==> config.mk <==
export PLATFORM = sky130hd
export DESIGN_NAME = ymp_sigma_delta_dac
export DESIGN_NICKNAME = d
export VERILOG_FILES = /design/src/rtl/ymp_pkg.sv /design/src/rtl/ymp_sigma_delta_dac.sv
export SDC_FILE = /design/constraint.sdc
export NUM_CORES = 1
export LEC_CHECK = 0
export BUFFER_PORTS_ARGS = -buffer_cell sky130_fd_sc_hd__buf_2
export CORE_UTILIZATION = 44
export DETAILED_ROUTE_END_ITERATION = 16
export GPL_ROUTABILITY_DRIVEN = 0
export GPL_TIMING_DRIVEN = 0
export PLACE_DENSITY = 0.68
export SYNTH_ARGS = -nofsm -noshare
export SYNTH_HDL_FRONTEND = slang
export SYNTH_SLANG_ARGS = --single-unit
==> constraint.sdc <==
create_clock -name clk_per -period 2 [get_ports clk_per]
set_clock_uncertainty 0.15 [all_clocks]
set_input_delay 0.3 -clock clk_per [delete_from_list [all_inputs] [get_ports clk_per]]
set_output_delay 0.3 -clock clk_per [all_outputs]
set_load 0.01 [all_outputs]
==> src/rtl/ymp_pkg.sv <==
package ymp_pkg;

	// memory map
	localparam int ROM_AW = 12;
	localparam int RAM_AW = 11;
	localparam logic [15:0] LATCH_ADDR = 16'h1000;
	localparam logic [15:0] OPM_BASE = 16'h2000;
	localparam logic [7:0] OPEN_BUS = 8'hff;

	// sample width into the modulators
	localparam int DAC_W = 16;

	// one sound cpu bus cycle
	typedef struct packed {
		logic [15:0] addr;
		logic [7:0]  wdata;
		logic        rw;
		logic        vma;
	} cpu_bus_t;

	// opm register port with active-low strobes
	typedef struct packed {
		logic       cs_n;
		logic       a0;
		logic       wr_n;
		logic [7:0] data;
	} opm_bus_t;

	typedef struct packed {
		logic       valid;
		logic [7:0] data;
	} host_byte_t;

	// loader write into program rom
	typedef struct packed {
		logic              wr;
		logic [ROM_AW-1:0] addr;
		logic [7:0]        data;
	} rom_write_t;

	typedef struct packed {
		logic signed [DAC_W-1:0] left;
		logic signed [DAC_W-1:0] right;
	} stereo_sample_t;

endpackage

==> src/rtl/ymp_sigma_delta_dac.sv <==
module ymp_sigma_delta_dac import ymp_pkg::*; (
	input  logic                    clk_per,
	input  logic                    rst_n,
	input  logic signed [DAC_W-1:0] sample,
	output logic                    bit_out
);

	logic [DAC_W-1:0] u;
	logic [DAC_W-1:0] acc;
	logic [DAC_W:0]   sum;

	// offset binary by flipping the sign bit, i.e. adding half scale
	assign u = {~sample[DAC_W-1], sample[DAC_W-2:0]};

	assign sum = {1'b0, acc} + {1'b0, u};

	// carry out of the accumulator is the density bit
	always_ff @(posedge clk_per) begin
		if (!rst_n) begin
			acc <= '0;
			bit_out <= 1'b0;
		end else begin
			acc <= sum[DAC_W-1:0];
			bit_out <= sum[DAC_W];
		end
	end

endmodule

======== Word level (Yosys, flattened, before mapping) ========
Index checks and enable logic that the tools add are counted.
word-level totals
  input port bits ......................... 18
  register bits after elaboration ......... 17
  logic and storage cells ................. 4
  output and inout port bits .............. 1
operators by class
  bitwise operators ....................... 1
  $add $sub $neg .......................... 1
operator list
  kind                                       count
  16-bit by 16-bit adder with 17-bit output  1
  1-bit inverter                             1

======== Logic depth before layout (Yosys ltp) ========
Gate-level depths: netlist of run 1.
  depth in word-level cells ............... 2
  mapped depth ............................ 7
  gate-level depth less buffers ........... 7

======== Worst setup path after synthesis of run 1 ========
No wires, ideal clock.
  path kind ............................... in2reg
  from .................................... input port sample[0]
  to ...................................... register acc[6]
  library setup time ...................... 0.122 ns
  required time ........................... 1.728 ns
  arrival time ............................ 1.778 ns
  slack ................................... -0.050 ns
  cell stages on the path ................. 7
  buffers on the path ..................... 0
  cells stage by stage .................... ha_1 -> fa_1 -> a21oi_4 -> o21bai_1 -> a21oi_1 -> mux2i_1 -> a311o_1
between the ends
  longest elaborated chain between the ends .. 1
ends and longest elaborated chain
  what                                       line                       RTL
  from (decl)                                ymp_sigma_delta_dac.sv:4   input logic signed [DAC_W-1:0] sample,
  16-bit by 16-bit adder with 17-bit output  ymp_sigma_delta_dac.sv:15  assign sum = {1'b0, acc} + {1'b0, u};
  to (signal assigned)                       ymp_sigma_delta_dac.sv:23  acc <= sum[DAC_W-1:0];
  to (decl)                                  ymp_sigma_delta_dac.sv:9   logic [DAC_W-1:0] acc;
No other way between the ends.
A chain may end at the register's enable or synchronous reset.

======== Worst setup path in the final report of run 1 ========
  from .................................... register acc[0]
  to ...................................... register acc[10]
between the ends
  longest elaborated chain between the ends .. 1
ends and longest elaborated chain
  what                                       line
  16-bit by 16-bit adder with 17-bit output  ymp_sigma_delta_dac.sv:15
No other way between the ends.

==> results of run 1 <==
## through the flow
step / hold slack [ps] / worst slack [ps] / utilization, %
global placement: 382 / -191 / 51.3
detailed placement: 388 / -208 / 51.3
floorplan: 327 / 16.2 / -
global route: 183 / -92.4 / 53.4
finish: 182 / -3.90 / 53.4
CTS: 180 / -52.5 / 52.6
## worst max-delay path, delay by kind of cell (launching register included)
kind | cells | cell delay, ps
adders and majority gates | 2 | 520
DFF | 1 | 340
muxes | 1 | 340
AOI/OAI and AO/OA | 4 | 580
## Yosys cell counts (4+ instances only)
master	count
mux2i_1	4
dfxtp_1	17
ha_1	16
nor3_1	5
inv_1	8
o21a_1	4
nor2_1	8
o211ai_1	4
nand3_1	9
a21oi_1	9
a21o_1	5
nand2_1	16
## routing by layer
layer  wire length, µm  part of all wire (%)  GRT usage (%)
met1              1250                    47           23.2
met2              1230                    47           29.4
met3               135                   5.1           5.07
met4                17                  0.65           3.14
met5                 0                     0              0
## cell type report
class,instances,area (µm²)
flip-flops and latches,17,342
inverters,8,30.0
clock buffers,4,26.3
well taps,31,38.8
multi-input cells,122,932
plain buffers,4,17.5
fillers,268,1300
repair buffers,19,97.6
## layout by cell type, fill, tap and decap left out, drive strengths merged, types with 2 or more instances in the layout
cell type  instances
buf               21
dfxtp             17
nand2             16
ha                16
a21oi             13
nand3              9
inv                8
nor2               8
clkbuf             6
a21o               5
nor3               5
a211oi             5
mux2i              4
o211ai             4
o21a               4
o21ai              4
xnor2              3
or3                2
o21bai             2
and2               2
nand2b             2
and3               2
a31oi              2
nand4              2
o311ai             2
## state kept, by name, indices dropped and copies added, names as in the netlist
register  flops
acc          16
bit_out       1
## where the power goes
part / switching (mW) / internal, mW
combinational: 0.649 / 0.504
clock: 0.119 / 0.0779
sequential: 0.0398 / 0.470
total: 0.808 / 1.05
## worst min path at each step
stage / from / end
2_1_floorplan: rst_n / acc[9]
3_3_place_gp: acc[0] / acc[0]
3_5_place_dp: acc[0] / acc[0]
4_1_cts: rst_n / acc[9]
5_1_grt: rst_n / acc[9]
6_report: rst_n / acc[9]
## cells by family after synthesis
kind of cell | synth area share, %
xor gates and xnor gates | 2.71
adders and majority gates | 17.0
and+or+nand+nor | 20.2
DFF | 26.3
AOI/OAI and AO/OA | 26.2
muxes | 3.96
buffers and inverters | 3.67
## what timing repair did
item,CTS,global route
gates resized for setup,1,4
buffers inserted,1,0
gates cloned,0,0
pin swaps,5,8
setup endpoints to repair,2,6
==> impl_metrics.py, run 1 <==
metrics = {
    "status": {
        "status": "complete, but fails checks",
        "violations": "negative setup slack",
    },
    "global_route": {
        "grt_antenna_before_repair": 0,
        "grt_pass1_wl_um": 4370,
        "grt_pass1_vias": 1018,
        "grt_max_degree": 11,
        "globalRoute.totalOverflow": 0,
        "grt_usage_pct": 17.7,
    },
    "worst_setup_path": {
        "crit_path_end_kind": "flop",
        "slowest_delay_ps": 360,
        "worstPathArrival_ps": 2070,
        "rr_startpoint": "acc[0]",
        "r2r-end": "acc[10]",
        "critical_path.startpoint": "acc[0]",
        "ff2ff_setup_slack_ps": -4,
        "reg2regPathDepth": 7,
        "cp_cell_sequence": "ha_4 > fa_2 > a21oi_4 > o211ai_1 > a31oi_1 > mux2_1 > o311ai_1",
        "startpoint_type": "flop",
        "crit_fanout": 4,
        "crit_type": "flop to flop",
        "endpoint": "acc[10]",
        "critPathSlowestCell": "fa_2",
        "worstPathRequired_ps": 2070,
    },
    "route": {
        "drt_iter0_markers": 33,
        "drt_wl_total_um": 2630,
        "drt-pass1-iter-count": 4,
        "ant_nets": 0,
        "wire_per_inst_um": 12.8,
        "vias_per_cell": 5.57,
        "drc": 0,
        "vias": 1141,
    },
    "synth": {
        "yosysTopAreaCellShare_pct": 26.3,
        "syn_area_per_cell_um2": 8.58,
        "ys_seq_area_share_pct": 26.3,
        "syn_inst": 151,
        "async_reset_ff_share_pct": 0,
        "synth_nets": 186,
        "synth_ff_type": "dfxtp_1",
        "synth_edf_count": 0,
        "ys_ff_latch": 17,
        "yosysTopAreaCell": "dfxtp_1",
        "synth.area.top_cells": "dfxtp_1 26%, ha_1 15%, nand2_1 4.6%, a21oi_1 3.5%, nand3_1 3.5%",
        "syn_area_um2": 1290,
        "ys_types": 41,
        "yosys_warnings": 0,
    },
    "clock_tree": {
        "htreeDepth": 1,
        "cts_hold_buf": 0,
        "clk_pin_slew_ps": 100,
        "cts_buffers": 3,
        "cts_tree": "yes",
        "clk_path_buf_depth": 2,
        "worstSkewPairLatency_ps": 300,
        "cts-root-buf": "clkbuf_4",
        "clkSinkCount": 17,
    },
    "hold_path": {
        "min_delay_path_depth": 3,
        "hold_class": "input port to flop",
    },
    "place": {
        "portBuffers": 18,
        "place_inst": 200,
        "postPlaceCellArea_um2": 1430,
        "dp_hpwl_um": 2080,
    },
    "sta": {
        "slew_viol_final": 0,
        "worst-slew-pin-transition_ps": 485,
        "slew_headroom_pct": 67.7,
        "fin_setup_tns_ps": -4.91,
        "final_hold_viol_count": 0,
        "fmax_mhz": 499,
        "finalSetupViolations": 2,
        "setup_ws_ps": -3.90,
        "fin_crit_ps": 2000,
        "grt_setup_unrepaired": "true",
        "fin_crit_sh_pct": 100,
    },
    "pwr": {
        "ir_drop_mv": 0.901,
        "powerDensity_nw_per_um2": 1250,
        "power_mw": 1.86,
        "leakage_nw": 0.688,
    },
    "final_layout": {
        "num-nets-final": 210,
        "syn_to_final_growth_pct": 14.6,
        "drive_gt1_share_pct": 21.8,
        "stdcell_count": 205,
        "final_area_um2": 1480,
        "n_antenna_cell": 0,
    },
    "floorplanning": {
        "start_util_pct": 46.6,
        "dieArea_um2": 3160,
        "num_rows": 19,
        "die_h_um": 56.3,
        "core_um2": 2780,
        "io_pins": 19,
        "die_x_um": 56.3,
    },
    "job": {
        "maxCapViolCount": 0,
    },
}
(Power assumes the default switching activity.)
==> inputs of run 2 (changes only) <==
Settings changed: PLACE_DENSITY 0.68 to 0.64.
==> impl_metrics.py, run 2 (same netlist as run 1, synthesis figures left out) <==
metrics = {
    "final_layout": {
        "num-nets-final": 211,
        "layout_commonest_cell": "buf_2",
        "final_area_um2": 1510,
        "drive_gt1_share_pct": 24.6,
        "final_cell_mix": "20 x buf_2, 16 x nand2_1, 16 x dfxtp_1, 14 x ha_1, 9 x nand3_1",
        "largest_reg_flops": 16,
        "n_fill_cell": 266,
        "syn_to_final_growth_pct": 16.2,
        "stdcell_count": 206,
        "multiInputGateArea_um2": 945,
        "n_antenna_cell": 0,
        "regMostFlops": "acc",
        "reg.largest.list": "acc: 16 flops, bit_out: 1 flops",
        "seqCellArea_um2": 342,
    },
    "pwr": {
        "powerDensity_nw_per_um2": 1260,
        "leakage_nw": 0.711,
        "p_sw_share_pct": 44.0,
        "power_frac_seq_pct": 26.8,
        "p_sw_mw": 0.833,
        "clkPwrFrac_pct": 10.5,
        "comb_power_share_pct": 62.7,
        "ir_drop_mv": 0.754,
        "intPower_mw": 1.06,
    },
    "global_route": {
        "grt_antenna_before_repair": 0,
        "grt_usage_pct": 18.9,
        "grt_pass1_wl_um": 4710,
        "globalRoute.totalOverflow": 0,
        "grt_pass1_vias": 1115,
        "grt_max_degree": 11,
    },
    "route": {
        "vias": 1149,
        "drt_wl_total_um": 2790,
        "drc": 0,
        "drt_iter0_markers": 20,
        "ant_nets": 0,
        "drt-pass1-iter-count": 4,
        "vias_per_cell": 5.58,
        "wire_per_inst_um": 13.6,
    },
    "worst_setup_path": {
        "worstPathRequired_ps": 2060,
        "cp_cell_sequence": "ha_4 > fa_2 > a21oi_4 > o211ai_1 > a31oi_1 > mux2_1 > o311ai_1",
        "crit_fanout": 4,
        "critPathSlowestCell": "fa_2",
        "startpoint_type": "flop",
        "crit_type": "flop to flop",
        "worstPathArrival_ps": 2080,
        "crit_path_end_kind": "flop",
        "slowest_delay_ps": 370,
    },
    "job": {
        "maxCapViolCount": 0,
    },
    "clock_tree": {
        "cts_buffers": 3,
        "clk_path_buf_depth": 2,
        "worstSkewPairLatency_ps": 310,
        "clk_pin_slew_ps": 120,
        "cts-root-buf": "clkbuf_4",
        "clkSinkCount": 17,
        "htreeDepth": 1,
        "cts_tree": "yes",
        "cts_hold_buf": 0,
    },
    "sta": {
        "grt_setup_unrepaired": "true",
        "final_hold_viol_count": 0,
        "fin_crit_sh_pct": 101,
        "fin_crit_ps": 2030,
        "finalSetupViolations": 2,
        "worst-slew-pin-transition_ps": 542,
        "slew_headroom_pct": 63.8,
        "setup_ws_ps": -25.2,
        "slew_viol_final": 0,
        "fmax_mhz": 494,
        "fin_setup_tns_ps": -47.2,
    },
    "floorplanning": {
        "dieArea_um2": 3160,
        "core_um2": 2780,
        "io_pins": 19,
        "die_x_um": 56.3,
        "die_h_um": 56.3,
        "num_rows": 19,
        "start_util_pct": 46.6,
    },
    "status": {
        "status": "complete, but fails checks",
        "violations": "negative setup slack",
    },
    "place": {
        "postPlaceCellArea_um2": 1430,
        "pre_cts_ws_ps": -240,
        "place_inst": 200,
        "dp_hpwl_um": 2150,
        "portBuffers": 18,
    },
    "hold_path": {
        "hold_class": "input port to flop",
    },
}
-- run 2: final cells by class --
cell class | count | area share (%)
flip-flops and latches | 17 | 22.7
inverters | 8 | 2.00
multi-input cells | 122 | 62.8
repair buffers | 20 | 6.98
plain buffers | 4 | 1.16
well taps | 31 | 2.58
clock buffers | 3 | 1.50
clock inverters | 1 | 0.333
-- run 2: final timing paths --
kind | from | to | slack, ps | cells after the start
hold / removal | sample[0] | acc[0] | 190 | 3
hold reg to reg | acc[0] | acc[0] | 440 | 2
setup reg to reg | acc[0] | acc[10] | -30 | 7
setup / recovery | acc[0] | acc[10] | -30 | 7
-- run 2: through the flow --
step	hold WS [ps]	util, %	total power, mW
4_1_cts	184	53.2	1.86
3_3_place_gp	381	51.3	1.61
5_1_grt	174	54.1	2.07
6_report	186	54.1	1.89
3_5_place_dp	394	51.3	1.65
2_1_floorplan	327	-	1.44
-- run 2: power by group through the flow --
stage                     registers, mW  logic [mW]  clock network, mW
after floorplan                   0.510       0.931                  0
after global placement            0.512        1.10                  0
after detailed placement          0.516        1.13                  0
after CTS                         0.509        1.15              0.203
after global routing              0.520        1.34              0.219
final                             0.509        1.19              0.198
-- run 2: worst max-delay path, delay by kind of cell, from the launching register on --
family / cells / cell delay [ps]
compound gates: 4 / 570
mux: 1 / 330
fa+ha+maj: 2 / 530
flops: 1 / 340
-- run 2: repair_timing --
item                                    4_1_cts  5_1_grt
gates resized for setup                       4        4
endpoints found under the setup margin        5        7
pin swaps                                     5        5
buffers inserted                              1        1
-- run 2: metal layers --
metal | vias to the layer above | GRT usage, % | share of wire, %
li1 | 604 | - | -
met1 | 522 | 24.3 | 47
met2 | 18 | 32.3 | 48
met3 | 5 | 2.76 | 3.1
met4 | 0 | 6.27 | 1.5
met5 | - | 0 | 0
==> inputs of run 3 (changes only) <==
Settings changed: CELL_PAD_IN_SITES_DETAIL_PLACEMENT set to 0, CELL_PAD_IN_SITES_GLOBAL_PLACEMENT set to 2, CORE_UTILIZATION 44 to 30, PLACE_DENSITY 0.64 to 0.71.
==> impl_metrics.py, run 3 (same netlist as run 1, synthesis figures left out) <==
metrics = {
    "status": {
        "status": "complete, but fails checks",
        "violations": "negative setup slack",
    },
    "route": {
        "drt-pass1-iter-count": 4,
        "drt_wl_total_um": 3080,
        "wire_per_inst_um": 13.6,
        "vias": 1179,
        "vias_per_cell": 5.22,
        "drt_iter0_markers": 36,
        "drc": 0,
        "ant_nets": 0,
    },
    "clock_tree": {
        "cts-root-buf": "clkbuf_8",
        "cts_hold_buf": 0,
        "cts_buffers": 3,
        "clk_path_buf_depth": 2,
        "clk_pin_slew_ps": 80,
        "worstSkewPairLatency_ps": 260,
        "htreeDepth": 1,
        "clkSinkCount": 17,
        "cts_tree": "yes",
    },
    "global_route": {
        "grt_pass1_wl_um": 5280,
        "grt_antenna_before_repair": 0,
        "grt_max_degree": 12,
        "globalRoute.totalOverflow": 0,
        "grt_pass1_vias": 1167,
        "grt_usage_pct": 15.8,
    },
    "floorplanning": {
        "num_rows": 23,
        "start_util_pct": 31.7,
        "die_h_um": 67.7,
        "die_x_um": 67.7,
        "core_um2": 4090,
        "io_pins": 19,
        "dieArea_um2": 4580,
    },
    "place": {
        "pre_cts_ws_ps": -233,
        "postPlaceCellArea_um2": 1450,
        "portBuffers": 18,
        "dp_hpwl_um": 2430,
    },
    "sta": {
        "slew_viol_final": 0,
        "finalSetupViolations": 2,
        "final_hold_viol_count": 0,
        "setup_ws_ps": -84.6,
        "grt_setup_unrepaired": "true",
        "slew_headroom_pct": 65.8,
        "fin_crit_ps": 2080,
        "fin_crit_sh_pct": 104,
        "fmax_mhz": 480,
        "worst-slew-pin-transition_ps": 514,
    },
    "final_layout": {
        "layout_commonest_cell": "buf_2",
        "regMostFlops": "acc",
        "final_area_um2": 1570,
        "reg.largest.list": "acc: 16 flops, bit_out: 1 flops",
        "largest_reg_flops": 16,
        "num-nets-final": 212,
        "final_cell_mix": "20 x buf_2, 16 x nand2_1, 16 x dfxtp_1, 14 x ha_1, 9 x nand3_1",
        "n_antenna_cell": 0,
        "drive_gt1_share_pct": 26.7,
        "syn_to_final_growth_pct": 21.3,
    },
    "worst_setup_path": {
        "crit_path_end_kind": "flop",
        "worstPathArrival_ps": 2090,
        "worstPathRequired_ps": 2010,
        "startpoint_type": "flop",
        "crit_fanout": 4,
        "crit_type": "flop to flop",
    },
    "pwr": {
        "ir_drop_mv": 0.427,
        "powerDensity_nw_per_um2": 1270,
        "leakage_nw": 0.711,
    },
    "job": {
        "maxCapViolCount": 0,
    },
    "hold_path": {
        "hold_class": "input port to flop",
    },
}
==> run 3: final timing paths <==
kind              startpoint  endpoint  slack [ps]  cells after the start
hold / removal     sample[0]    acc[0]         230                      3
hold reg to reg       acc[0]    acc[0]         450                      2
setup / recovery      acc[0]    acc[6]         -80                      8
setup reg to reg      acc[0]    acc[6]         -80                      8
==> run 3: layer usage <==
metal	global-route usage, %	share of wire (%)	up-vias
li1	-	-	608
met3	3.04	2.9	5
met2	26.5	48	18
met5	0	0	-
met4	5.59	1.4	0
met1	19.9	47	548
==> run 3: area by class of cell <==
class	instances	area (µm²)
inverter	8	30.0
timing repair buffer	21	113
tap	50	62.6
clock buffer	3	41.3
fill	444	2520
buffer	4	17.5
multi-input combinational	122	957
sequential	17	342
clock inverter	1	7.51
==> run 3: worst max-delay path, stage by stage, from the launching register on <==
cell,delay [ps]
dfxtp_2,340
ha_4,160
fa_2,360
a21oi_4,190
buf_4,140
o21bai_2,70
a21oi_2,170
mux2i_1,90
a311o_1,310
==> run 3: power by group <==
group	total, mW	internal, mW	leakage [nW]	switching, mW
Combinational	1.20	0.520	0.547	0.685
Clock	0.280	0.141	0.0217	0.139
Sequential	0.511	0.470	0.142	0.0403
Total	1.99	1.13	0.711	0.864
==> run 3: what timing repair did <==
action,4_1_cts,5_1_grt
setup endpoints to repair,5,9
gates resized for setup,4,7
pin swaps,6,5
setup buffers,2,1
cloned,0,0
==> run 3: metrics by stage <==
step | setup TNS, ps | hold WS, ps | std cells | util (%) | power, mW
global route | -573 | 241 | 226 | 38.4 | 2.21
detailed placement | -826 | 404 | 219 | 35.5 | 1.68
finish | -139 | 229 | 226 | 38.4 | 1.99
floorplan | 0 | 327 | 151 | - | 1.44
global placement | -739 | 383 | 219 | 35.5 | 1.65
CTS | -132 | 225 | 225 | 37.5 | 1.99
