$ cat src/rtl/ymp_pkg.sv
package ymp_pkg;

	// memory map
	localparam int ROM_AW = 12;
	localparam int RAM_AW = 11;
	localparam logic [15:0] LATCH_ADDR = 16'h1000;
	localparam logic [15:0] OPM_BASE = 16'h2000;
	localparam logic [7:0] OPEN_BUS = 8'hff;

	// sample width into the modulators
	localparam int DAC_W = 16;

	// one sound cpu bus cycle
	typedef struct packed {
		logic [15:0] addr;
		logic [7:0]  wdata;
		logic        rw;
		logic        vma;
	} cpu_bus_t;

	// opm register port with active-low strobes
	typedef struct packed {
		logic       cs_n;
		logic       a0;
		logic       wr_n;
		logic [7:0] data;
	} opm_bus_t;

	typedef struct packed {
		logic       valid;
		logic [7:0] data;
	} host_byte_t;

	// loader write into program rom
	typedef struct packed {
		logic              wr;
		logic [ROM_AW-1:0] addr;
		logic [7:0]        data;
	} rom_write_t;

	typedef struct packed {
		logic signed [DAC_W-1:0] left;
		logic signed [DAC_W-1:0] right;
	} stereo_sample_t;

endpackage

$ cat src/rtl/ymp_bus_decoder.sv
module ymp_bus_decoder import ymp_pkg::*; (
	input  logic       clk_per,
	input  logic       rst_n,
	input  cpu_bus_t   cpu_bus,
	input  logic [7:0] rom_rdata,
	input  logic [7:0] ram_rdata,
	input  logic [7:0] opm_rdata,
	input  logic [7:0] latch,
	output logic       ram_we,
	output logic       latch_rd,
	output opm_bus_t   opm_bus,
	output logic [7:0] cpu_rdata
);

	logic rom_sel;
	logic ram_sel;
	logic latch_sel;
	logic opm_sel;
	logic rd_cycle;

	// source of the read issued one cycle earlier
	logic rom_q;
	logic ram_q;
	logic latch_q;
	logic opm_q;

	logic [7:0] latch_data_q;
	logic [7:0] opm_data_q;

	// rom mirrors over the whole upper half
	assign rom_sel = cpu_bus.vma && cpu_bus.addr[15];
	assign ram_sel = cpu_bus.vma && (cpu_bus.addr[15:RAM_AW] == '0);
	assign latch_sel = cpu_bus.vma && (cpu_bus.addr == LATCH_ADDR);
	assign opm_sel = cpu_bus.vma && (cpu_bus.addr[15:1] == OPM_BASE[15:1]);
	assign rd_cycle = cpu_bus.rw;

	assign ram_we = ram_sel && !cpu_bus.rw;
	assign latch_rd = latch_sel && rd_cycle;

	assign opm_bus.cs_n = !opm_sel;
	assign opm_bus.a0 = cpu_bus.addr[0];
	assign opm_bus.wr_n = !(opm_sel && !cpu_bus.rw);
	assign opm_bus.data = cpu_bus.wdata;

	always_ff @(posedge clk_per) begin
		if (!rst_n) begin
			rom_q <= 1'b0;
			ram_q <= 1'b0;
			latch_q <= 1'b0;
			opm_q <= 1'b0;
		end else begin
			rom_q <= rom_sel && rd_cycle;
			ram_q <= ram_sel && rd_cycle;
			latch_q <= latch_rd;
			opm_q <= opm_sel && rd_cycle;
		end
	end

	// combinational latch and opm data delayed like the memories
	always_ff @(posedge clk_per) begin
		latch_data_q <= latch;
		opm_data_q <= opm_rdata;
	end

	// nothing selected last cycle means open bus
	always_comb begin
		if (rom_q) begin
			cpu_rdata = rom_rdata;
		end else if (ram_q) begin
			cpu_rdata = ram_rdata;
		end else if (latch_q) begin
			cpu_rdata = latch_data_q;
		end else if (opm_q) begin
			cpu_rdata = opm_data_q;
		end else begin
			cpu_rdata = OPEN_BUS;
		end
	end

endmodule

$ cat config.mk
export PLATFORM = sky130hd
export DESIGN_NAME = ymp_bus_decoder
export DESIGN_NICKNAME = d
export VERILOG_FILES = /design/src/rtl/ymp_pkg.sv /design/src/rtl/ymp_bus_decoder.sv
export SDC_FILE = /design/constraint.sdc
export NUM_CORES = 1
export LEC_CHECK = 0
export BUFFER_PORTS_ARGS = -buffer_cell sky130_fd_sc_hd__buf_2
export CORE_UTILIZATION = 32
export CTS_CLUSTER_SIZE = 12
export DETAILED_ROUTE_END_ITERATION = 8
export PLACE_DENSITY = 0.74
export SYNTH_ARGS = -nofsm -noshare
export SYNTH_HDL_FRONTEND = slang
export SYNTH_SLANG_ARGS = --single-unit
export TNS_END_PERCENT = 10
$ cat constraint.sdc
create_clock -name clk_per -period 1.36 [get_ports clk_per]
set_clock_uncertainty 0.2 [all_clocks]
set_input_delay 0.204 -clock clk_per [delete_from_list [all_inputs] [get_ports clk_per]]
set_output_delay 0.204 -clock clk_per [all_outputs]
set_load 0.01 [all_outputs]
# Word level (Yosys, flattened, before mapping)
# Cells that the tools add are included.
[word_totals]
register_bits = 20
latchBits = 0
ramBits = 0
romBits = 0
inputBits = 60
out_inout_bits = 21
mem_count = 0
[classes]
n_addsub = 0
n_mul = 0
div_mod_pow = 0
order_cmp = 0
n_eq_ne = 2
shifts = 0
n_mux = 4
bitwise_logic = 0
n_reduce_logical = 14
[op_table]
columns = ["cell", "n"]
rows = [
  ["8-bit 2-to-1 mux", 4],
  ["16-bit by 13-bit equality test with 1-bit output, second input constant", 1],
  ["15-bit by 13-bit equality test with 1-bit output, second input constant", 1],
  ["1-bit logical AND", 10],
  ["5-bit zero test", 1],
  ["1-bit zero test", 3],
]

# Logic depth before layout (Yosys ltp)
# Gate-level depths: netlist of run 1.
[depth]
depth_word = 4
mapped_depth = 4
depth_no_buf = 3

# Worst setup path after synthesis of run 1
# Ideal clock, no wire load.
[synth_timing]
kind = "register to output"
from = "register latch_q"
to = "output cpu_rdata[2]"
t_arrival_ps = 1046
required_ps = 956
slack_ps = -90
path_stages_with_launch = 5
n_path_buf = 1
cell_sequence = "dfxtp_1 buf_6 nor2_1 a221o_1 a21oi_2"
[synth_between]
elab_chain_cells = 3
[synth_lines]
columns = ["element", "line", "rtl"]
rows = [
  ["start, declared", "ymp_bus_decoder.sv:24", "logic latch_q;"],
  ["start signal, assigned", "ymp_bus_decoder.sv:54", "latch_q <= latch_rd;"],
  ["8-bit 2-to-1 mux", "ymp_bus_decoder.sv:71", "end else if (latch_q) begin"],
  ["8-bit 2-to-1 mux", "ymp_bus_decoder.sv:69", "end else if (ram_q) begin"],
  ["8-bit 2-to-1 mux", "ymp_bus_decoder.sv:67", "if (rom_q) begin"],
  ["end, declared", "ymp_bus_decoder.sv:12", "output logic [7:0] cpu_rdata"],
]
# Every way passes these cells.

# Final worst setup path of run 1
[layout_timing]
from = "register latch_q"
to = "output cpu_rdata[0]"
# The elaborated chain is that of the path after synthesis.

==> results.md, run 1 <==
* Arr. time, crit path at 1360 ps
* Post-synth top area share at roughly 45%
* Synth Cell Area at 887 um^2
* Synth warn at 0
* # rows at 18
* Critical path, cell by cell: nor2_1 -> a221o_1 -> a21oi_2 -> buf_2
* Clock sink total at 20
* Pleak at 0.000716 uW
* Power consumption at 1120 uW
* GR Util All Layers at between 10% and 20%
* P_int at 889 uW
* Layout Area Growth over Synthesis at 69.7%
* Total I/O pin count at 81
* Failing checks: negative setup slack
* H-tree depth at 1
* Via Count at 1,007
* Fin cells at 210
* Area occupied by multi-input gates at 420 um^2
* Buf/Inv on CP at 1
* Hold Path Class: in2reg
* Crit Path Max Fanout at 16
* First-pass GRT wire length at 3380 um
* NumNets Final at 241
* Status: finished, violations left
* Crit-path max cell delay at 450 ps
* Slowest-stage cell, CP: dfxtp_4
* Final instance area at 1510 um^2
* Antenna violations before repair at 0
* Hold Crit Start: rst_n
* Die height at between 50 and 60 um
* Sequential share of power at ~55%
* CTS clk-pin slew, worst paths at 100 ps
* Crit start category: flop
* CTS max path bufs at 2
* Comb power frac at 16.3%
* Drt wl/cell at 11.6 um
* Number of detailed-routing iterations run before antenna repair at 5
* Minimum clock period at 1770 ps
* Die area at 2990 um^2
* Crit path launch: latch_q
* Yosys reg bits at 20
* Die X at 54.7 um
* Core Util, Final at 59.1%
* Delay-heaviest family, CP: flip-flops
* Total grt overflow at 0
* Area contributors post-synth: dfxtp_1 45%, a221o_1 7.9%, buf_4 7.6%, a21oi_1 6.2%, nor2b_1 5.6%
* Register area at 405 um^2
* Post-synth top area cell: dfxtp_1
* Core Region at approximately 2500 um^2
* Final setup fails at 12
* Max-cap viol count at 0
* Slew HR at 75.4%
* Detail Route Antenna Nets at 0
* VDD IR-drop max at 0.000482 V
* Worst EP required at 960 ps
* Crit Path Category: reg2out
* DR iter-0 viols at 12
* Crit. End Element: output port
* Sw Share at 20.6%
* Synthesized area per cell at ~9 um^2
* Filler cells at 231
* Seq/Total Area, Yosys at 45.1%
* Synth Instances at 99
* Pin slew with the least headroom to its limit at about 360 ps
* Max-slew violations at 0
* Final Routed Wirelength at roughly 2400 um
* Dpl cell area at 1210 um^2
* Clock power frac at 28.6%
* Largest net degree at the start of global routing at 17
* P per Cell Area at 744 nW/um^2
* Initial Util at 34.9%
* Antenna Cells at 0
* Share of cells above drive strength 1 at 51.1%
* Placer congestion estimate at 0.719
* Final hold vios at 0
* Detailed Place HPWL at 1710 um
* Total CTS buffers at 3
* Highest Clock Rate at ~0.57 GHz
* DRC violations left at 0
* Part of the cycle the worst path needs at 130%
* P_sw at between 200 and 250 uW
* CTS root buf: clkbuf_4
* Unrepaired setup endpoints after global routing: yes
* Syn_nets at 159
* Port buffer count at 64
* Vias in the first global route at 917
* Vias per std cell at 4.80
* Setup TNS at -3530 ps
* Library cells used by synthesis at 23
* CTS tree: built
* Post-route setup slack at -406 ps
* Placed Cells at 188
==> cell families after synthesis <==
family,synth area share [%]
compound gates,17.9
buf+inv,13.3
flops,45.1
mux,1.27
simple gates,22.4
==> per-layer routing <==
layer | part of all wire, % | global-route usage, % | wire (um) | vias to the layer above
li1 | - | - | - | 496
met1 | 34 | 13.6 | 842 | 440
met2 | 57 | 33.7 | 1390 | 61
met3 | 7.2 | 0.556 | 177 | 10
met4 | 1.3 | 6.84 | 31 | 0
met5 | 0 | 0 | 0 | -
==> final timing paths <==
kind | end | slack (ps) | cells after the start
worst max-delay path | cpu_rdata[0] | -410 | 4
worst min-delay path | ram_q | 9 | 3
==> cells in the mapped netlist <==
cell type,number
dfxtp_1,20
nor2_1,12
a21oi_1,11
buf_4,9
nor2b_1,8
a221o_1,7
inv_1,7
a21oi_2,3
nand2_1,3
and3_1,2
and4_1,2
clkbuf_1,2
nor3b_1,2
nor4_1,2
buf_6,1
clkbuf_2,1
mux2_2,1
nand3_1,1
nand3b_1,1
nand4b_1,1
nor3_1,1
nor4b_1,1
o31ai_1,1
==> flip-flops by register name, indices dropped and copies added, names as in the netlist <==
signal / cells
latch_q: 1
opm_data_q: 8
opm_q: 1
rom_q: 1
latch_data_q: 8
ram_q: 1
==> power groups by stage <==
stage / Combinational, uW / Clock [uW] / Sequential (uW)
detailed placement: 126 / 0 / 632
floorplan: 57.9 / 0 / 631
global placement: 119 / 0 / 633
CTS: 169 / 324 / 617
finish: 183 / 320 / 617
global route: 199 / 341 / 620
==> area by class of cell <==
class	instances	share of cell area [%]
clock buffer	4	2.41
multi-input combinational	59	27.9
tap	30	2.49
sequential	20	26.9
timing repair buffer	90	38.5
inverter	7	1.75
==> stage by stage <==
step,worst slack [ps],hold WS (ps)
final,-406,9.37
after global routing,-482,12.4
after CTS,-418,8.48
after detailed placement,-211,108
after global placement,-144,107
after floorplan,-34.0,31.7
==> placed cells by master, fill, tap and decap left out, types with 2 or more instances in the layout <==
cell type / n
and3_1: 2
nor3b_2: 2
dlygate4sd3_1: 18
a21oi_1: 7
buf_2: 61
buf_6: 3
buf_4: 8
nor2_1: 11
nand2_1: 3
dfxtp_1: 18
nor2b_1: 8
inv_1: 7
a221o_1: 7
clkbuf_4: 3
a21oi_2: 7
==> what timing repair did <==
action,CTS,global route
cloned,0,0
hold buffers,18,0
pin swaps,2,2
hold endpoints to repair,17,0
endpoints found under the setup margin,12,12
resized for setup,7,10
buffers inserted,0,0
(Power assumes the default switching activity.)
==> run 2: changes to the inputs <==
--- a/config.mk
+++ b/config.mk
@@ -6,10 +6,10 @@
 export NUM_CORES = 1
 export LEC_CHECK = 0
 export BUFFER_PORTS_ARGS = -buffer_cell sky130_fd_sc_hd__buf_2
-export CORE_UTILIZATION = 32
+export CORE_UTILIZATION = 36
 export CTS_CLUSTER_SIZE = 12
 export DETAILED_ROUTE_END_ITERATION = 8
-export PLACE_DENSITY = 0.74
+export PLACE_DENSITY = 0.78
 export SYNTH_ARGS = -nofsm -noshare
 export SYNTH_HDL_FRONTEND = slang
 export SYNTH_SLANG_ARGS = --single-unit
==> constraint.sdc (replaced) <==
create_clock -name clk_per -period 1.8 [get_ports clk_per]
set_clock_uncertainty 0.2 [all_clocks]
set_input_delay 0.27 -clock clk_per [delete_from_list [all_inputs] [get_ports clk_per]]
set_output_delay 0.27 -clock clk_per [all_outputs]
set_load 0.01 [all_outputs]
==> run 2 against run 1 <==
The run still ends with negative setup slack left. Critical path depth increased by 1. Sequential share of layout area increased by 1.5 points. Worst hold slack improved by 66 ps. Highest routed layer unchanged.
==> results.md, run 2 (same netlist as run 1, synthesis figures left out) <==
* Status: finished, violations left
* Failing checks: negative setup slack
* Total CTS buffers at 3
* Layout Area Growth over Synthesis at 62.5%
* Biggest regs: latch_data_q x8, opm_data_q x8
* DRC violations left at 0
* Max-slew violations at 0
* Crit Path Category: reg2out
* Die X at roughly 52 um
* Minimum clock period at 1880 ps
* Slew HR at 79.1%
* Sequential share of power at 56.0%
* Detail Route Antenna Nets at 0
* Worst EP required at 1330 ps
* Die area at around 2700 um^2
* Port buffer count at 64
* First-pass GRT wire length at 3890 um
* P_int at roughly 660 uW
* Commonest cells after routing, fill and taps aside: 64 x buf_2, 18 x dlygate4sd3_1, 17 x dfxtp_1
* Highest Clock Rate at 0.533 GHz
* Clock sink total at 20
* Pleak at 0.000694 uW
* P_sw at 169 uW
* CTS max path bufs at 2
* Detailed Place HPWL at 1780 um
* CTS root buf: clkbuf_4
* Commonest non-fill, non-tap cell in the layout: buf_2
* Unrepaired setup endpoints after global routing: yes
* Crit-path max cell delay at 400 ps
* Final setup fails at 8
* Hold Path Class: in2reg
* Part of the cycle the worst path needs at 104%
* Dpl cell area at 1180 um^2
* Number of detailed-routing iterations run before antenna repair at 4
* Sw Share at 20.4%
* Via Count at 983
* CTS clk-pin slew, worst paths at 100 ps
* Crit Path Max Fanout at 6
* Vias per std cell at ~4.8
* Clock power frac at 29.3%
* P per Cell Area at 576 nW/um^2
* Crit. End Element: output port
* Pin slew with the least headroom to its limit at 309 ps
* H-tree depth at 1
* DR iter-0 viols at 4
* Largest net degree at the start of global routing at 15
* GR Util All Layers at 19.2%
* Max-cap viol count at 0
* Final instance area at 1440 um^2
* Comb power frac at 14.6%
* Share of cells above drive strength 1 at between 40% and 50%
* Antenna violations before repair at 0
* Slowest-stage cell, CP: dfxtp_4
* Initial Util at 39.0%
* NumNets Final at 239
* Filler cells at 188
* Buf/Inv on CP at 2
* Critical path, cell by cell: buf_6 -> nor2_1 -> a221o_1 -> a21oi_2 -> buf_2
* Die height at 51.6 um
* Vias in the first global route at 1,039
* Final Routed Wirelength at 2410 um
* VDD IR-drop max at about 0.00032 V
* # rows at 17
* Drt wl/cell at 11.7 um
* Power consumption at 830 uW
* Total grt overflow at 0
* Total I/O pin count at 81
* Arr. time, crit path at 1410 ps
* Antenna Cells at 0
* Crit start category: flop
* Post-route setup slack at -76.8 ps
* Placer congestion estimate at 0.729
* Delay-heaviest family, CP: compound AO/OA/AOI/OAI gates
* Core Region at 2280 um^2
* CTS tree: built
* Final hold vios at 0
## run 2: cell types whose count changed in the layout (fill, tap and decap cells not counted), sizes merged
cell / before / now
buf: 72 / 70
## run 2: path summary, 6_finish.rpt
path / from / to / slack (ps) / depth (start not counted)
setup / recovery: latch_q / cpu_rdata[1] / -80 / 5
hold / removal: cpu_bus[23] / opm_q / 80 / 2
## run 2: what timing repair did
item,in CTS,in global routing
pin swaps,0,1
setup endpoints to repair,8,8
gates resized for setup,6,5
hold endpoints to repair,17,0
hold buffers,18,0
buffers inserted,2,0
## run 2: stage by stage
step | hold WS (ps) | utilization, % | instances | setup TNS [ps] | setup slack [ps]
final | 75.3 | 63.3 | 206 | -445 | -76.8
after global routing | 58.1 | 63.3 | 206 | -1110 | -160
after CTS | 64.0 | 62.5 | 206 | -509 | -81.5
after detailed placement | 174 | 51.9 | 182 | 0 | 80.7
after global placement | 173 | 51.9 | 182 | 0 | 137
after floorplan | 97.7 | - | 99 | 0 | 284
## run 2: power by group through the flow
stage,Clock [uW],Combinational (uW),Sequential (uW)
2_1_floorplan,0,43.7,476
3_3_place_gp,0,85.9,478
3_5_place_dp,0,89.9,478
4_1_cts,253,120,467
5_1_grt,279,133,467
6_report,244,122,465
## run 2: layout make-up
| type | count | area [um^2] | share of cell area [%] |
|---|---|---|---|
| clock buffer | 4 | 36.3 | 2.52 |
| sequential | 20 | 409 | 28.4 |
| timing repair buffer | 88 | 549 | 38.1 |
| inverter | 7 | 26.3 | 1.82 |
| multi-input combinational | 59 | 385 | 26.7 |
| tap | 28 | 35.0 | 2.43 |
## run 2: metal layers
| layer | track usage, % | wire length [um] | up-vias |
|---|---|---|---|
| li1 | - | - | 494 |
| met1 | 17.7 | 879 | 428 |
| met2 | 40.3 | 1330 | 55 |
| met3 | 2.34 | 151 | 6 |
| met4 | 9.01 | 48 | 0 |
| met5 | 0 | 0 | - |
==> run 3: changes to the inputs <==
--- a/config.mk
+++ b/config.mk
@@ -6,10 +6,10 @@
 export NUM_CORES = 1
 export LEC_CHECK = 0
 export BUFFER_PORTS_ARGS = -buffer_cell sky130_fd_sc_hd__buf_2
-export CORE_UTILIZATION = 36
+export CORE_UTILIZATION = 25
 export CTS_CLUSTER_SIZE = 12
 export DETAILED_ROUTE_END_ITERATION = 8
-export PLACE_DENSITY = 0.78
+export SETUP_SLACK_MARGIN = 0.02
 export SYNTH_ARGS = -nofsm -noshare
 export SYNTH_HDL_FRONTEND = slang
 export SYNTH_SLANG_ARGS = --single-unit
==> run 3 against run 2 <==
The run still ends with negative setup slack left. Critical path depth did not move. First-iteration DRC count grew to 9.0 times the previous value. Sequential share of layout area hardly changed. Flip-flop and latch count unchanged. Wire length rose by 2.2%. Total power is 6.8% lower. Non-clock buffer count decreased by 1.
==> results.md, run 3 (same netlist as run 1, synthesis figures left out) <==
* Top routing layer in use: met4
* Hold Path Class: in2reg
* # rows at 21
* Port buffer count at 64
* NumNets Final at 238
* Die X at approximately 62 um
* P per Cell Area at 537 nW/um^2
* Core Util, Final at 42.8%
* Filler cells at 367
* Vias per std cell at 4.46
* Arr. time, crit path at 1400 ps
* Worst EP required at ~1300 ps
* Biggest regs: latch_data_q x8, opm_data_q x8
* Commonest cells after routing, fill and taps aside: 64 x buf_2, 17 x dfxtp_1, 16 x dlygate4sd3_1
* Max-slew violations at 0
* DRC violations left at 0
* First-pass GRT wire length at ~3700 um
* Share of cells above drive strength 1 at 48.9%
* Total grt overflow at 0
* Hold path cells at 3
* Status: finished, violations left
* Die height at 61.6 um
* GR Util All Layers at 13.1%
* Highest Clock Rate at 0.534 GHz
* Crit-path max cell delay at 390 ps
* Register area at a little over 400 um^2
* Final Routed Wirelength at around 2500 um
* Crit Path Max Fanout at 7
* Antenna violations before repair at 0
* Layout Area Growth over Synthesis at 62.2%
* Post-route setup slack at -72.0 ps
* Total CTS buffers at 3
* Failing checks: negative setup slack
* Drt wl/cell at around 11 um
* Max-cap viol count at 0
* Antenna Cells at 0
* Pleak at 0.000685 uW
* Fin cells at 222
* Detail Route Antenna Nets at 0
* DR iter-0 viols at 36
* H-tree depth at 1
* Detailed Place HPWL at roughly 1800 um
* Number of detailed-routing iterations run before antenna repair at 4
* Routed wl met2 at about 1300 um
* CTS tree: built
* Total I/O pin count at 81
* Post-Route M1 WL at 952 um
* Clock sink total at 20
* Initial Util at about a quarter
* Final setup fails at 8
* Slew HR at 77.8%
* Slowest-stage cell, CP: dfxtp_4
* DR WL met3 at 181 um
* Pin slew with the least headroom to its limit at 328 ps
* Critical path, cell by cell: buf_6 -> nor2_1 -> a221o_1 -> a21oi_2 -> buf_2
* Part of the cycle the worst path needs at 104%
* Area occupied by multi-input gates at 387 um^2
* Vias in the first global route at 965
* Die area at 3790 um^2
* CTS clk-pin slew, worst paths at 90 ps
* Unrepaired setup endpoints after global routing: yes
* Final hold vios at 0
* Largest net degree at the start of global routing at 14
* Place WS at 85.0 ps
* Crit. End Element: output port
* Minimum clock period at 1870 ps
* Via Count at 991
* Crit start category: flop
* Core Region at between 3000 and 4000 um^2
* Placed Cells at 200
* CTS root buf: clkbuf_4
* Commonest non-fill, non-tap cell in the layout: buf_2
* Crit Path Category: reg2out
* VDD IR-drop max at 0.000193 V
* CTS max path bufs at 2
* Placer congestion estimate at 0.695
==> run 3: metrics by stage <==
step                      hold WS (ps)  setup TNS (ps)  power, uW  instance area (um^2)
after floorplan                   97.7               0        520                   887
after global placement             173               0        565                  1200
after detailed placement           174               0        568                  1200
after CTS                         5.16            -670        778                  1420
after global routing              17.1           -1060        810                  1440
final                             13.2            -430        773                  1440
==> run 3: area by class of cell <==
type / count / area share (%)
Timing Repair Buffer: 87 / 37.3
Sequential cell: 20 / 28.4
Multi-Input combinational cell: 59 / 26.9
Tap cell: 46 / 4.00
Inverter: 7 / 1.83
Clock buffer: 3 / 1.57
==> run 3: worst paths after layout <==
kind	start	end
max	latch_q	cpu_rdata[7]
min	cpu_bus[0]	rom_q
==> run 3: layer usage <==
metal,vias up,track usage [%]
met5,-,0
met4,0,6.67
met3,2,0.420
met2,51,26.4
met1,446,13.5
li1,492,-
==> run 3: timing repair <==
action,4_1_cts,5_1_grt
hold buffers,16,0
hold endpoints to repair,16,0
gates resized for setup,8,4
endpoints found under the setup margin,8,9
setup buffers,2,1
==> run 3: critical path, delay by kind of cell (launching register included) <==
kind | cells | cell delay [ps]
AND/OR/NAND/NOR | 1 | 50
AO/OA/AOI/OAI | 2 | 420
flip-flops | 1 | 390
buffers and inverters | 2 | 260
==> run 3: where the power goes <==
part / switching, uW / internal, uW
clock network: 112 / 77.6
registers: 6.87 / 459
logic: 41.8 / 76.3
